--- config.mk ---
export PLATFORM = sky130hd
export DESIGN_NAME = router_top
export DESIGN_NICKNAME = d
export VERILOG_FILES = /design/src/eth_pkg.sv /design/src/ctrl_pkg.sv /design/src/pkt_stream_if.sv /design/src/axil_regs.sv /design/src/ingress_classifier.sv /design/src/egress_arbiter.sv /design/src/router_top.sv
export VERILOG_INCLUDE_DIRS = /design/src /design/src/src
export SDC_FILE = /design/constraint.sdc
export NUM_CORES = 1
export LEC_CHECK = 0
export ABC_CLOCK_PERIOD_IN_PS = 16750
export BUFFER_PORTS_ARGS = -buffer_cell sky130_fd_sc_hd__buf_4
export CORE_MARGIN = 2
export CORE_UTILIZATION = 45
export CTS_CLUSTER_SIZE = 8
export DETAILED_ROUTE_END_ITERATION = 8
export PLACE_DENSITY_LB_ADDON = 0.25
export SYNTH_ARGS = -nofsm -noshare
export SYNTH_HDL_FRONTEND = slang
export SYNTH_SLANG_ARGS = --single-unit
--- constraint.sdc ---
create_clock -name core_clk_ifc -period 16.75 [get_ports core_clk_ifc]
set_clock_uncertainty 0.1 [all_clocks]
set_input_delay 3.35 -clock core_clk_ifc [delete_from_list [all_inputs] [get_ports core_clk_ifc]]
set_output_delay 3.35 -clock core_clk_ifc [all_outputs]
set_load 0.005 [all_outputs]
--- src/router_settings.svh ---
// Router build settings
// Port count, lookup table depth, header size and register map offsets
`ifndef ROUTER_SETTINGS_SVH
`define ROUTER_SETTINGS_SVH

// Ingress and egress stream ports
`define ROUTER_NUM_PORTS 2

// Destination MAC lookup table
`define ROUTER_MAC_ENTRIES 4
`define ROUTER_MAC_BYTES 6

// AXI4-Lite register space
`define ROUTER_AXIL_ADDR_W 8
`define ROUTER_REG_DROP_CNT 'h40

`endif

--- src/eth_pkg.sv ---
// Packet-side types
// Stream bytes, MAC addresses, table entries and the classifier FSM
`include "router_settings.svh"

package eth_pkg;

    typedef logic [7:0] byte_t;
    typedef logic [8*`ROUTER_MAC_BYTES-1:0] mac_addr_t;
    typedef logic [$clog2(`ROUTER_NUM_PORTS)-1:0] port_id_t;

    // One lookup entry, valid in the top bit
    typedef struct packed {
        logic      valid;
        port_id_t  port;
        mac_addr_t mac;
    } mac_entry_t;

    typedef enum logic [1:0] {
        CAPTURE,
        FORWARD,
        DRAIN,
        DISCARD
    } class_state_t;

endpackage

--- src/ctrl_pkg.sv ---
// Control-side types for the AXI4-Lite register block
`include "router_settings.svh"

package ctrl_pkg;

    typedef logic [`ROUTER_AXIL_ADDR_W-1:0] axil_addr_t;
    typedef logic [31:0] axil_data_t;
    typedef logic [31:0] drop_cnt_t;

    typedef enum logic {
        WR_IDLE,
        WR_RESP
    } axil_wr_state_t;

    typedef enum logic {
        RD_IDLE,
        RD_DATA
    } axil_rd_state_t;

endpackage

--- src/pkt_stream_if.sv ---
// Internal byte stream between classifiers and egress arbiters
// Carries the packet bytes and the egress port picked by the lookup
`timescale 1ns/1ps

interface pkt_stream_if;
    import eth_pkg::*;

    byte_t    data;
    logic     valid;
    logic     ready;
    logic     last;
    // Held for the whole packet
    port_id_t dest;

    modport src (
        output data,
        output valid,
        output last,
        output dest,
        input  ready
    );

    modport dst (
        input  data,
        input  valid,
        input  last,
        input  dest,
        output ready
    );

endinterface

--- src/axil_regs.sv ---
// AXI4-Lite register block
// Holds the MAC lookup table and the saturating drop counter
`timescale 1ns/1ps
`include "router_settings.svh"

module axil_regs (
    input  logic                          core_clk_ifc,
    input  logic                          i_rst_n,
    input  ctrl_pkg::axil_addr_t          i_s_axil_awaddr,
    input  logic                          i_s_axil_awvalid,
    output logic                          o_s_axil_awready,
    input  ctrl_pkg::axil_data_t          i_s_axil_wdata,
    input  logic                          i_s_axil_wvalid,
    output logic                          o_s_axil_wready,
    output logic [1:0]                    o_s_axil_bresp,
    output logic                          o_s_axil_bvalid,
    input  logic                          i_s_axil_bready,
    input  ctrl_pkg::axil_addr_t          i_s_axil_araddr,
    input  logic                          i_s_axil_arvalid,
    output logic                          o_s_axil_arready,
    output ctrl_pkg::axil_data_t          o_s_axil_rdata,
    output logic [1:0]                    o_s_axil_rresp,
    output logic                          o_s_axil_rvalid,
    input  logic                          i_s_axil_rready,
    output eth_pkg::mac_entry_t           o_mac_table [`ROUTER_MAC_ENTRIES],
    input  logic [`ROUTER_NUM_PORTS-1:0]  i_drop_pulse
);
    import ctrl_pkg::*;

    localparam int ENTRIES = `ROUTER_MAC_ENTRIES;
    localparam int IDX_W = $clog2(ENTRIES);
    localparam int SUM_W = $bits(drop_cnt_t) + 1;

    axil_wr_state_t   wr_state;
    axil_rd_state_t   rd_state;
    logic             wr_fire;
    logic             rd_fire;
    logic             wr_map;
    logic [IDX_W-1:0] wr_idx;
    logic [IDX_W-1:0] rd_idx;
    axil_data_t       rd_word;
    drop_cnt_t        drop_cnt;
    logic [SUM_W-1:0] drop_sum;

    //////////////////////////////////////////////////
    // Write channel

    // AW and W taken together
    assign wr_fire = (wr_state == WR_IDLE) && i_s_axil_awvalid && i_s_axil_wvalid;
    assign o_s_axil_awready = wr_fire;
    assign o_s_axil_wready = wr_fire;
    assign o_s_axil_bvalid = (wr_state == WR_RESP);
    assign o_s_axil_bresp = 2'b00;

    assign wr_map = i_s_axil_awaddr < axil_addr_t'(8 * ENTRIES);
    assign wr_idx = i_s_axil_awaddr[3 +: IDX_W];

    always_ff @(posedge core_clk_ifc) begin : wr_fsm
        if (!i_rst_n) begin
            wr_state <= WR_IDLE;
        end else if (wr_state == WR_IDLE) begin
            if (wr_fire) begin
                wr_state <= WR_RESP;
            end
        end else if (i_s_axil_bready) begin
            wr_state <= WR_IDLE;
        end
    end

    // Entry words: low holds MAC[31:0], high holds valid, port and MAC[47:32]
    always_ff @(posedge core_clk_ifc) begin : table_write
        if (!i_rst_n) begin
            for (int e = 0; e < ENTRIES; e++) begin
                o_mac_table[e].valid <= 1'b0;
            end
        end else if (wr_fire && wr_map) begin
            if (i_s_axil_awaddr[2]) begin
                o_mac_table[wr_idx].mac[47:32] <= i_s_axil_wdata[15:0];
                o_mac_table[wr_idx].port <= i_s_axil_wdata[16];
                o_mac_table[wr_idx].valid <= i_s_axil_wdata[31];
            end else begin
                o_mac_table[wr_idx].mac[31:0] <= i_s_axil_wdata;
            end
        end
    end

    //////////////////////////////////////////////////
    // Read channel

    // No new AR while a response waits
    assign o_s_axil_arready = (rd_state == RD_IDLE);
    assign rd_fire = o_s_axil_arready && i_s_axil_arvalid;
    assign o_s_axil_rvalid = (rd_state == RD_DATA);
    assign o_s_axil_rresp = 2'b00;
    assign rd_idx = i_s_axil_araddr[3 +: IDX_W];

    always_comb begin : rd_decode
        rd_word = '0;
        if (i_s_axil_araddr == axil_addr_t'(`ROUTER_REG_DROP_CNT)) begin
            rd_word = drop_cnt;
        end else if (i_s_axil_araddr < axil_addr_t'(8 * ENTRIES)) begin
            if (i_s_axil_araddr[2]) begin
                rd_word = {o_mac_table[rd_idx].valid, 14'd0, o_mac_table[rd_idx].port,
                           o_mac_table[rd_idx].mac[47:32]};
            end else begin
                rd_word = o_mac_table[rd_idx].mac[31:0];
            end
        end
    end

    always_ff @(posedge core_clk_ifc) begin : rd_fsm
        if (!i_rst_n) begin
            rd_state <= RD_IDLE;
        end else if (rd_state == RD_IDLE) begin
            if (rd_fire) begin
                rd_state <= RD_DATA;
            end
        end else if (i_s_axil_rready) begin
            rd_state <= RD_IDLE;
        end
    end

    always_ff @(posedge core_clk_ifc) begin : rd_data
        if (rd_fire) begin
            o_s_axil_rdata <= rd_word;
        end
    end

    //////////////////////////////////////////////////
    // Drop counter

    // Coincident pulses from both ports all count
    always_comb begin : drop_add
        drop_sum = {1'b0, drop_cnt};
        for (int p = 0; p < `ROUTER_NUM_PORTS; p++) begin
            drop_sum = drop_sum + SUM_W'(i_drop_pulse[p]);
        end
    end

    always_ff @(posedge core_clk_ifc) begin : drop_count
        if (!i_rst_n) begin
            drop_cnt <= '0;
        end else if (drop_sum[SUM_W-1]) begin
            drop_cnt <= '1;
        end else begin
            drop_cnt <= drop_sum[SUM_W-2:0];
        end
    end

    // Write response held until the master takes it
    a_bvalid_hold: assert property (@(posedge core_clk_ifc) disable iff (!i_rst_n)
        o_s_axil_bvalid && !i_s_axil_bready |=> o_s_axil_bvalid);

endmodule

--- src/ingress_classifier.sv ---
// Ingress classifier
// Captures the destination MAC, looks it up and forwards or drops the packet
`timescale 1ns/1ps
`include "router_settings.svh"

module ingress_classifier (
    input  logic                core_clk_ifc,
    input  logic                i_rst_n,
    input  eth_pkg::byte_t      i_tdata,
    input  logic                i_tvalid,
    input  logic                i_tlast,
    output logic                o_tready,
    input  eth_pkg::mac_entry_t i_mac_table [`ROUTER_MAC_ENTRIES],
    output logic                o_drop,
    pkt_stream_if.src           o_pkt
);
    import eth_pkg::*;

    localparam int HDR = `ROUTER_MAC_BYTES;
    localparam int CNT_W = $clog2(HDR + 1);

    class_state_t     state;
    // Header bytes captured, then bytes left to drain
    logic [CNT_W-1:0] cnt;
    logic             in_done;
    logic             cap_en;
    byte_t            hdr_buf [HDR];
    mac_addr_t        cap_mac;
    port_id_t         dest_q;
    port_id_t         hit_port;
    logic             hit;
    logic             lookup;
    logic             in_acc;
    logic             out_tx;
    logic             shift_en;

    assign lookup = (state == CAPTURE) && (cnt == CNT_W'(HDR));

    always_comb begin : ready_mux
        case (state)
            CAPTURE: o_tready = cap_en && (cnt != CNT_W'(HDR));
            FORWARD: o_tready = o_pkt.ready;
            DISCARD: o_tready = 1'b1;
            default: o_tready = 1'b0;
        endcase
    end

    assign in_acc = i_tvalid && o_tready;

    // Output lags input by HDR bytes, oldest byte at the front
    assign o_pkt.valid = (state == FORWARD) ? i_tvalid : (state == DRAIN);
    assign o_pkt.data = hdr_buf[0];
    assign o_pkt.last = (state == DRAIN) && (cnt == CNT_W'(1));
    assign o_pkt.dest = dest_q;
    assign out_tx = o_pkt.valid && o_pkt.ready;
    assign shift_en = (in_acc && (state != DISCARD)) || ((state == DRAIN) && out_tx);

    // First wire byte is the MAC's most significant byte
    always_comb begin : mac_lookup
        for (int k = 0; k < HDR; k++) begin
            cap_mac[8*(HDR-1-k) +: 8] = hdr_buf[k];
        end
        hit = 1'b0;
        hit_port = '0;
        // Lowest matching index wins
        for (int e = `ROUTER_MAC_ENTRIES - 1; e >= 0; e--) begin
            if (i_mac_table[e].valid && (i_mac_table[e].mac == cap_mac)) begin
                hit = 1'b1;
                hit_port = i_mac_table[e].port;
            end
        end
    end

    always_ff @(posedge core_clk_ifc) begin : hdr_shift
        if (shift_en) begin
            for (int k = 0; k < HDR - 1; k++) begin
                hdr_buf[k] <= hdr_buf[k+1];
            end
            hdr_buf[HDR-1] <= i_tdata;
        end
        if (lookup && hit) begin
            dest_q <= hit_port;
        end
    end

    //////////////////////////////////////////////////
    // Classifier FSM

    always_ff @(posedge core_clk_ifc) begin : fsm
        if (!i_rst_n) begin
            state <= CAPTURE;
            cnt <= '0;
            in_done <= 1'b0;
            cap_en <= 1'b0;
            o_drop <= 1'b0;
        end else begin
            cap_en <= 1'b1;
            o_drop <= 1'b0;
            case (state)
                CAPTURE: begin
                    if (lookup) begin
                        in_done <= 1'b0;
                        if (hit) begin
                            state <= in_done ? DRAIN : FORWARD;
                        end else begin
                            o_drop <= 1'b1;
                            cnt <= '0;
                            state <= in_done ? CAPTURE : DISCARD;
                        end
                    end else if (in_acc) begin
                        if (i_tlast && (cnt != CNT_W'(HDR - 1))) begin
                            // Runt, ends inside the MAC field
                            o_drop <= 1'b1;
                            cnt <= '0;
                        end else begin
                            cnt <= cnt + 1'b1;
                            in_done <= i_tlast;
                        end
                    end
                end
                FORWARD: begin
                    if (in_acc && i_tlast) begin
                        state <= DRAIN;
                    end
                end
                DRAIN: begin
                    if (out_tx) begin
                        cnt <= cnt - 1'b1;
                        if (o_pkt.last) begin
                            state <= CAPTURE;
                        end
                    end
                end
                default: begin
                    if (in_acc && i_tlast) begin
                        state <= CAPTURE;
                    end
                end
            endcase
        end
    end

    // Stalled output holds its byte while the egress side waits
    a_stall_stable: assert property (@(posedge core_clk_ifc) disable iff (!i_rst_n)
        o_pkt.valid && !o_pkt.ready |=> $stable({o_pkt.data, o_pkt.last, o_pkt.dest}));

endmodule

--- src/egress_arbiter.sv ---
// Egress arbiter
// Packet-atomic round-robin over the ingress streams aimed at this port
`timescale 1ns/1ps
`include "router_settings.svh"

module egress_arbiter #(
    parameter eth_pkg::port_id_t PORT_IDX = '0
) (
    input  logic                         core_clk_ifc,
    input  logic                         i_rst_n,
    pkt_stream_if.dst                    i_pkt [`ROUTER_NUM_PORTS],
    output eth_pkg::byte_t               o_tdata,
    output logic                         o_tvalid,
    output logic                         o_tlast,
    input  logic                         i_tready,
    output logic [`ROUTER_NUM_PORTS-1:0] o_grant
);
    import eth_pkg::*;

    localparam int N = `ROUTER_NUM_PORTS;

    logic [N-1:0] req;
    logic [N-1:0] last_arr;
    byte_t        data_arr [N];
    logic         locked;
    logic         any_req;
    logic         tx;
    // Last winner, also the owner while locked
    port_id_t     last_win;
    port_id_t     pick;
    port_id_t     cur;

    for (genvar g = 0; g < N; g++) begin : g_req
        assign req[g] = i_pkt[g].valid && (i_pkt[g].dest == PORT_IDX);
        assign data_arr[g] = i_pkt[g].data;
        assign last_arr[g] = i_pkt[g].last;
    end

    // Nearest requester after the last winner
    always_comb begin : rr_pick
        pick = last_win;
        for (int k = N; k >= 1; k--) begin
            if (req[(int'(last_win) + k) % N]) begin
                pick = port_id_t'((int'(last_win) + k) % N);
            end
        end
    end

    assign any_req = |req;
    assign cur = locked ? last_win : pick;
    assign o_tvalid = req[cur];
    assign o_tdata = data_arr[cur];
    assign o_tlast = last_arr[cur];
    assign tx = o_tvalid && i_tready;

    // Grant only to a valid stream for this port, so no byte goes astray
    always_comb begin : grant_vec
        o_grant = '0;
        o_grant[cur] = tx;
    end

    // Lock once a packet is offered so the choice cannot move under a stall
    always_ff @(posedge core_clk_ifc) begin : lock_ctrl
        if (!i_rst_n) begin
            locked <= 1'b0;
            last_win <= '0;
        end else if (!locked) begin
            if (any_req) begin
                last_win <= pick;
                locked <= !(tx && o_tlast);
            end
        end else if (tx && o_tlast) begin
            locked <= 1'b0;
        end
    end

    a_grant_onehot: assert property (@(posedge core_clk_ifc) disable iff (!i_rst_n)
        $onehot0(o_grant));

endmodule

--- src/router_top.sv ---
// Packet router top level
// Ingress classifiers, egress arbiters and the AXI4-Lite table registers
`timescale 1ns/1ps
`include "router_settings.svh"

module router_top (
    input  logic                         core_clk_ifc,
    input  logic                         i_rst_n,
    input  eth_pkg::byte_t               i_ing_tdata [`ROUTER_NUM_PORTS],
    input  logic [`ROUTER_NUM_PORTS-1:0] i_ing_tvalid,
    input  logic [`ROUTER_NUM_PORTS-1:0] i_ing_tlast,
    output logic [`ROUTER_NUM_PORTS-1:0] o_ing_tready,
    output eth_pkg::byte_t               o_egr_tdata [`ROUTER_NUM_PORTS],
    output logic [`ROUTER_NUM_PORTS-1:0] o_egr_tvalid,
    output logic [`ROUTER_NUM_PORTS-1:0] o_egr_tlast,
    input  logic [`ROUTER_NUM_PORTS-1:0] i_egr_tready,
    input  ctrl_pkg::axil_addr_t         i_s_axil_awaddr,
    input  logic                         i_s_axil_awvalid,
    output logic                         o_s_axil_awready,
    input  ctrl_pkg::axil_data_t         i_s_axil_wdata,
    input  logic                         i_s_axil_wvalid,
    output logic                         o_s_axil_wready,
    output logic [1:0]                   o_s_axil_bresp,
    output logic                         o_s_axil_bvalid,
    input  logic                         i_s_axil_bready,
    input  ctrl_pkg::axil_addr_t         i_s_axil_araddr,
    input  logic                         i_s_axil_arvalid,
    output logic                         o_s_axil_arready,
    output ctrl_pkg::axil_data_t         o_s_axil_rdata,
    output logic [1:0]                   o_s_axil_rresp,
    output logic                         o_s_axil_rvalid,
    input  logic                         i_s_axil_rready
);
    import eth_pkg::*;

    localparam int N = `ROUTER_NUM_PORTS;

    mac_entry_t   mac_table [`ROUTER_MAC_ENTRIES];
    logic [N-1:0] drop_pulse;
    // Per egress port, one grant bit per ingress stream
    logic [N-1:0] egr_grant [N];
    logic [N-1:0] ing_ready;

    pkt_stream_if pkt [N] ();

    axil_regs u_regs (
        .core_clk_ifc     (core_clk_ifc),
        .i_rst_n          (i_rst_n),
        .i_s_axil_awaddr  (i_s_axil_awaddr),
        .i_s_axil_awvalid (i_s_axil_awvalid),
        .o_s_axil_awready (o_s_axil_awready),
        .i_s_axil_wdata   (i_s_axil_wdata),
        .i_s_axil_wvalid  (i_s_axil_wvalid),
        .o_s_axil_wready  (o_s_axil_wready),
        .o_s_axil_bresp   (o_s_axil_bresp),
        .o_s_axil_bvalid  (o_s_axil_bvalid),
        .i_s_axil_bready  (i_s_axil_bready),
        .i_s_axil_araddr  (i_s_axil_araddr),
        .i_s_axil_arvalid (i_s_axil_arvalid),
        .o_s_axil_arready (o_s_axil_arready),
        .o_s_axil_rdata   (o_s_axil_rdata),
        .o_s_axil_rresp   (o_s_axil_rresp),
        .o_s_axil_rvalid  (o_s_axil_rvalid),
        .i_s_axil_rready  (i_s_axil_rready),
        .o_mac_table      (mac_table),
        .i_drop_pulse     (drop_pulse)
    );

    // A stream is ready when the arbiter it targets grants it
    always_comb begin : ready_or
        ing_ready = '0;
        for (int e = 0; e < N; e++) begin
            ing_ready = ing_ready | egr_grant[e];
        end
    end

    for (genvar g = 0; g < N; g++) begin : g_port
        ingress_classifier u_ing (
            .core_clk_ifc (core_clk_ifc),
            .i_rst_n      (i_rst_n),
            .i_tdata      (i_ing_tdata[g]),
            .i_tvalid     (i_ing_tvalid[g]),
            .i_tlast      (i_ing_tlast[g]),
            .o_tready     (o_ing_tready[g]),
            .i_mac_table  (mac_table),
            .o_drop       (drop_pulse[g]),
            .o_pkt        (pkt[g])
        );

        assign pkt[g].ready = ing_ready[g];

        egress_arbiter #(
            .PORT_IDX (port_id_t'(g))
        ) u_egr (
            .core_clk_ifc (core_clk_ifc),
            .i_rst_n      (i_rst_n),
            .i_pkt        (pkt),
            .o_tdata      (o_egr_tdata[g]),
            .o_tvalid     (o_egr_tvalid[g]),
            .o_tlast      (o_egr_tlast[g]),
            .i_tready     (i_egr_tready[g]),
            .o_grant      (egr_grant[g])
        );
    end

endmodule

# After elaboration in Yosys (flattened, before gate mapping)
# Memories as Yosys holds them, arrays and structs flattened.
# Index checks and enable logic that the tools add are counted.
dict set report totals {
  mem_count 2
  mem_bits_rw 96
  output_inout_bits 63
  register_bits 287
}
dict set report classes {
  muxes 137
  n_lt_le_gt_ge 15
  n_eq_ne 39
  n_bitwise 17
  n_addsub 10
  n_reduce_logical 68
}
# name depth word_bits rd rd_clocked_by_memory_dff wr line_no
set memory_table {}
lappend memory_table {{g_port[0].u_ing.hdr_buf} 6 8 6 0 6 ingress_classifier.sv:27} ;# byte_t hdr_buf [HDR];
lappend memory_table {{g_port[1].u_ing.hdr_buf} 6 8 6 0 6 ingress_classifier.sv:27}
# cell n
set ops {}
lappend ops {{bitwise mux 200 bit} 4}
lappend ops {{demux 50 bit (select 2 bit)} 4}
lappend ops {{== test 48 bit} 8}
lappend ops {{2-to-1 mux 200 bit} 1}
lappend ops {{2-to-1 mux 32 bit} 5}
lappend ops {{2-to-1 mux 50 bit} 3}
lappend ops {{binary-select mux 50 bit (select 2 bit)} 1}
lappend ops {{2-to-1 mux 1 bit} 77}
lappend ops {{2-to-1 mux 49 bit} 1}
lappend ops {{2-to-1 mux 48 bit} 1}
lappend ops {{2-to-1 mux 8 bit} 6}
lappend ops {{logical AND 1 bit} 43}
lappend ops {{adder 32 x 1 -> 33 bit} 1}
lappend ops {{adder 33 x 1 -> 33 bit} 1}
lappend ops {{2-to-1 mux 2 bit} 16}
lappend ops {{2-to-1 mux 3 bit} 10}
lappend ops {{!= test 3 bit (second input constant)} 6}
lappend ops {{< comparator 8 x 6 -> 1 bit (second input constant)} 2}
lappend ops {{!= test 2 x 1 -> 1 bit (second input constant)} 7}
lappend ops {{< comparator 2 x 3 -> 1 bit (second input constant)} 4}
lappend ops {{one-hot mux 2 bit (3 select lines)} 2}
lappend ops {{one-hot mux 3 bit (2 select lines)} 2}
lappend ops {{!= test 2 bit (second input constant)} 5}
lappend ops {{AND reduction 2 bit} 5}
lappend ops {{other kinds (31)} 71}

# Depth between registers and ports, before layout
dict set report logic_depth {
  word_depth 21
  mapped_depth 12
  mapped_depth_nobuf 11
}

# Worst setup path after synthesis
# OpenSTA, ideal clock, no wires.
dict set report synth_path {
  path_type {input to output}
  start {input port i_ing_tvalid[0]}
  end {output port o_egr_tdata[10] (netlist bit)}
  path_slack_ps 8423
  arrival_ps 4877
  required_time_ps 13300
  cell_stages 5
  path_buffers 1
  cell_sequence {nand3b_1 a2111oi_1 o21bai_1 clkbuf_1 mux2_2}
}
# item line_no
set synth_lines {}
lappend synth_lines {{start: declaration} router_top.sv:10} ;# input logic [`ROUTER_NUM_PORTS-1:0] i_ing_tvalid,
lappend synth_lines {{end: declaration} router_top.sv:13} ;# output eth_pkg::byte_t o_egr_tdata [`ROUTER_NUM_PORTS],

==> summary.md <==
| Metric | Value |
|---|---|
| Status | finished clean |
| Final Hold Viols | 0 |
| Worst-path cell chain | buf_4, nand3b_1, a2111oi_1, o21bai_1, buf_4, mux2_2, buf_4 |
| Worst r2r src | g_port[1].u_ing.hdr_buf[1][2] |
| Crit path kind | primary input to primary output |
| CP max FO | 9 |
| Clock sinks | 383 |
| Inst Count DP | 2572 |
| Iteration-0 DRC Markers | 2617 |
| CTS tree | done |
| Largest area contributor in the netlist | edfxtp_1 |
| Syn avg cell area | 11.45 µm² |
| Port-buffer cells | 133 |
| Synthesized instance count | 1907 |
| Sequential Area | 10930 µm² |
| Multi-input logic area | 10270 µm² |
| CTS Buffer Depth | 3 |
| RSZ-0062 raised after global routing | false |
| Sw power | 571.4 µW |
| Worst slack, placed | 7.996 ns |
| Initial core utilization | 45.65% |
| DRC viols | 0 |
| Worst path bufs/invs | 3 |
| Max-slew violation count | 0 |
| Max frequency | 0.1139 GHz |
| 1st-pass router iterations | 8 |
| Clock power frac | 45.2% |
| Final Cycle Share | 52.41% |
| Post-synth EDFFs | 326 |
| Synth cell types | 80 |
| Die X | 224.3 µm |
| RePlAce Congestion | 1.092 |
| Drt wl/cell | 38.82 µm |
| Post-synth ARST share | 0% |
| Main combinational cell family by area after synthesis | simple AND/OR/NAND/NOR gates |
| Slew HR | 12.50% |
| Nets | 2100 |
| Routed Antenna Nets | 0 |
| HPWL after DPL | 79.13 mm |
| Post-layout min period | 8.779 ns |
| Crit-path slowest cell | a2111oi_1 |
| Fraction of layout cells with a size suffix above 1 | 15.71% |
| Largest stage delay on the critical path | 0.54 ns |
| CTS resizes | 0 |
| Cts hold-fix bufs | 0 |
| Sequential area share after synthesis | 50.05% |
| Placeable Area | 47850 µm² |
| Most used cell, CP | buf_4 |
| Vias in the first global route | 16520 |
| CTS H-tree depth | 2 |
| Layout Utilization | 52.12% |
| Final WS setup | 7.971 ns |
| Synthesized flop and latch total | 383 |
| Final std cells w/o fill | 2668 |
| Hold Crit Class | flop to flop |
| Mux cell area share after synthesis | 7.259% |
| # rows | 80 |
| Yosys warns | 0 |
| Die Ht | 224.3 µm |
| Via count | 17450 |
| Final setup violation count | 0 |
| CP endpoint kind | primary output |
| Area grow syn2layout | 14.19% |
| Adder-Cell Fraction of Synth Area | 0.6073% |
| Number of antenna violations at the first check in global routing | 9 |
| Max IR drop VDD | 0.07304 mV |
| GR Util All Layers | 41.08% |
| Final Power | 2.288 mW |
| Maxcap violations | 0 |
| Cell-internal power | 1.717 mW |
| Critical Path Source | i_ing_tvalid[0] |
| Total Neg Setup Slack | 0 ns |
| DIE AREA | 50310 µm² |
| Data arrival time of the worst path | 5.33 ns |
| Post-synthesis xor/xnor area fraction | 14.16% |
| Worst Max-Slew Pin Slew | 1.312 ns |
| Io pins | 140 |
| Synth Area in Compound Gates | 5.660% |
| Vias per cell | 6.541 |
| CTS Root Cell | clkbuf_16 |
| Sw frac | 24.97% |
| Main synth FF type | edfxtp_1 |
| Later-pin clock latency in the skew report | 0.62 ns |
| Total Wirelength | 103.6 mm |
| Post-synthesis simple-gate area fraction | 18.99% |
| Post-synth top area share | 44.82% |
| GRT overflow | 0 |
| First-pass GRT wire length | 138.6 mm |
| Largest delay share family, worst path | compound AO/OA/AOI/OAI gates |
| Largest net degree at the start of global routing | 53 |
| Setup Fix Bufs, Post-CTS | 0 |
| Worst hold start | u_regs.o_s_axil_bvalid |
| Synth area leaders | edfxtp_1 45%, xnor2_1 9.7%, and2_1 5.7%, dfxtp_1 5.2%, mux4_2 4.9% |
| Critical Path Source Type | primary input |
| Mapped Area | 21840 µm² |
| Leak pwr | 8.228 nW |
| PD cells | 91.75 nW/µm² |
| Critical Path RT | 13.30 ns |
| Num CTS Buffers | 54 |
| Fillcell total | 4168 |
| Worst-path clk slew | 0.05 ns |
| Seq pwr share | 47.5% |
| Comb pwr share | 7.3% |
[registers in the layout (all words and copies together), names as in the netlist, 2 cells and up]
name / flops
g_port.u_ing.state: 4
g_port.u_ing.hdr_buf: 96
g_port.u_ing.in_done: 2
g_port.u_egr.locked: 2
u_regs.o_s_axil_rdata: 32
g_port.u_ing.o_pkt.dest: 2
g_port.u_ing.cnt: 6
u_regs.o_mac_table: 200
g_port.u_egr.last_win: 2
g_port.u_ing.o_drop: 2
u_regs.drop_cnt: 32
[metrics by stage]
step | cell area [µm²] | hold WS (ns)
3_5_place_dp | 23390 | 0.3905
6_report | 24940 | 0.3940
2_1_floorplan | 21850 | 0.3244
5_1_grt | 24930 | 0.4273
3_3_place_gp | 23390 | 0.3731
4_1_cts | 24920 | 0.3976
[power groups by stage]
stage                     sequential, mW  clock (mW)  combinational (mW)
after floorplan                     1.08           0              0.0893
after global placement              1.10           0               0.161
after detailed placement            1.10           0               0.162
after CTS                           1.08        1.04               0.163
after global routing                1.09        1.07               0.173
final                               1.09        1.03               0.167
[synthesized netlist by cell type (5+ instances only)]
| library cell | number |
|---|---|
| nor2_1 | 45 |
| mux4_2 | 48 |
| and3_1 | 17 |
| nor4_1 | 56 |
| o2111ai_1 | 12 |
| nor2b_1 | 36 |
| or3_1 | 5 |
| and2_1 | 200 |
| o21ai_0 | 37 |
| a21oi_2 | 10 |
| nand2b_1 | 58 |
| nor4b_1 | 6 |
| o22ai_1 | 6 |
| nor3_1 | 22 |
| buf_1 | 8 |
| inv_1 | 58 |
| xor2_1 | 110 |
| mux2i_1 | 29 |
| xnor2_1 | 243 |
| nand3_1 | 43 |
| o221ai_1 | 7 |
| ha_1 | 9 |
| a21oi_1 | 35 |
| a211oi_1 | 6 |
| dfxtp_1 | 57 |
| buf_4 | 12 |
| edfxtp_1 | 326 |
| nand4_1 | 92 |
| or4_1 | 7 |
| a31oi_1 | 5 |
| clkbuf_1 | 86 |
| mux2_2 | 19 |
| and4_1 | 5 |
| a22o_1 | 17 |
| nand2_1 | 99 |
[worst min-delay path, cell delays in order, from the launching register on]
cell      delay, ns
dfxtp_1        0.32
nand2b_1       0.07
a21oi_1        0.06
[worst paths after layout]
check | end | slack [ns] | cells after the start
setup reg to reg | g_port[1].u_ing.o_pkt.dest | 12.82 | 8
hold reg to reg | u_regs.o_s_axil_bvalid | 0.39 | 2
setup / recovery | o_egr_tdata[10] | 7.97 | 7
hold / removal | u_regs.o_s_axil_bvalid | 0.39 | 2
[kinds of logic (layout without fill, tap and decap cells)]
kind of cell,after synthesis,in the layout
buf+inv,172,312
xor+xnor,353,353
flops,383,383
compound gates,176,176
other cells,1,7
mux,96,96
simple gates,716,716
fa+ha+maj,10,10
[metal layers]
| layer | share of wire (%) | track usage [%] | vias up |
|---|---|---|---|
| met4 | 7.8 | 26.21 | 6 |
| met5 | 0.028 | 0 | - |
| met1 | 38 | 53.84 | 8709 |
| li1 | - | - | 7116 |
| met2 | 43 | 61.21 | 1296 |
| met3 | 11 | 9.967 | 324 |
[placed cells by master (no fill, tap or decap), types with 35 or more instances in the layout]
cell,netlist,routed
nand2b_1,58,58
xnor2_1,243,243
inv_1,58,58
clkbuf_16,0,54
nand3_1,43,43
nor2_1,45,45
nand4_1,92,92
clkbuf_1,86,35
nor2b_1,36,35
mux4_2,48,48
dfxtp_1,57,57
nand2_1,99,99
buf_4,12,160
edfxtp_1,326,326
a21oi_1,35,35
o21ai_0,37,37
nor4_1,56,55
and2_1,200,200
xor2_1,110,110
[final cells by class]
type,count,area share [%]
well taps,615,3.085
inverters,59,0.8880
flip-flops and latches,383,43.83
clock inverters,3,0.1605
multi-input cells,1355,41.19
clock buffers,90,6.000
diodes,3,0.03010
repair buffers,160,4.816
Note: power is estimated with default switching activity, not from simulation.
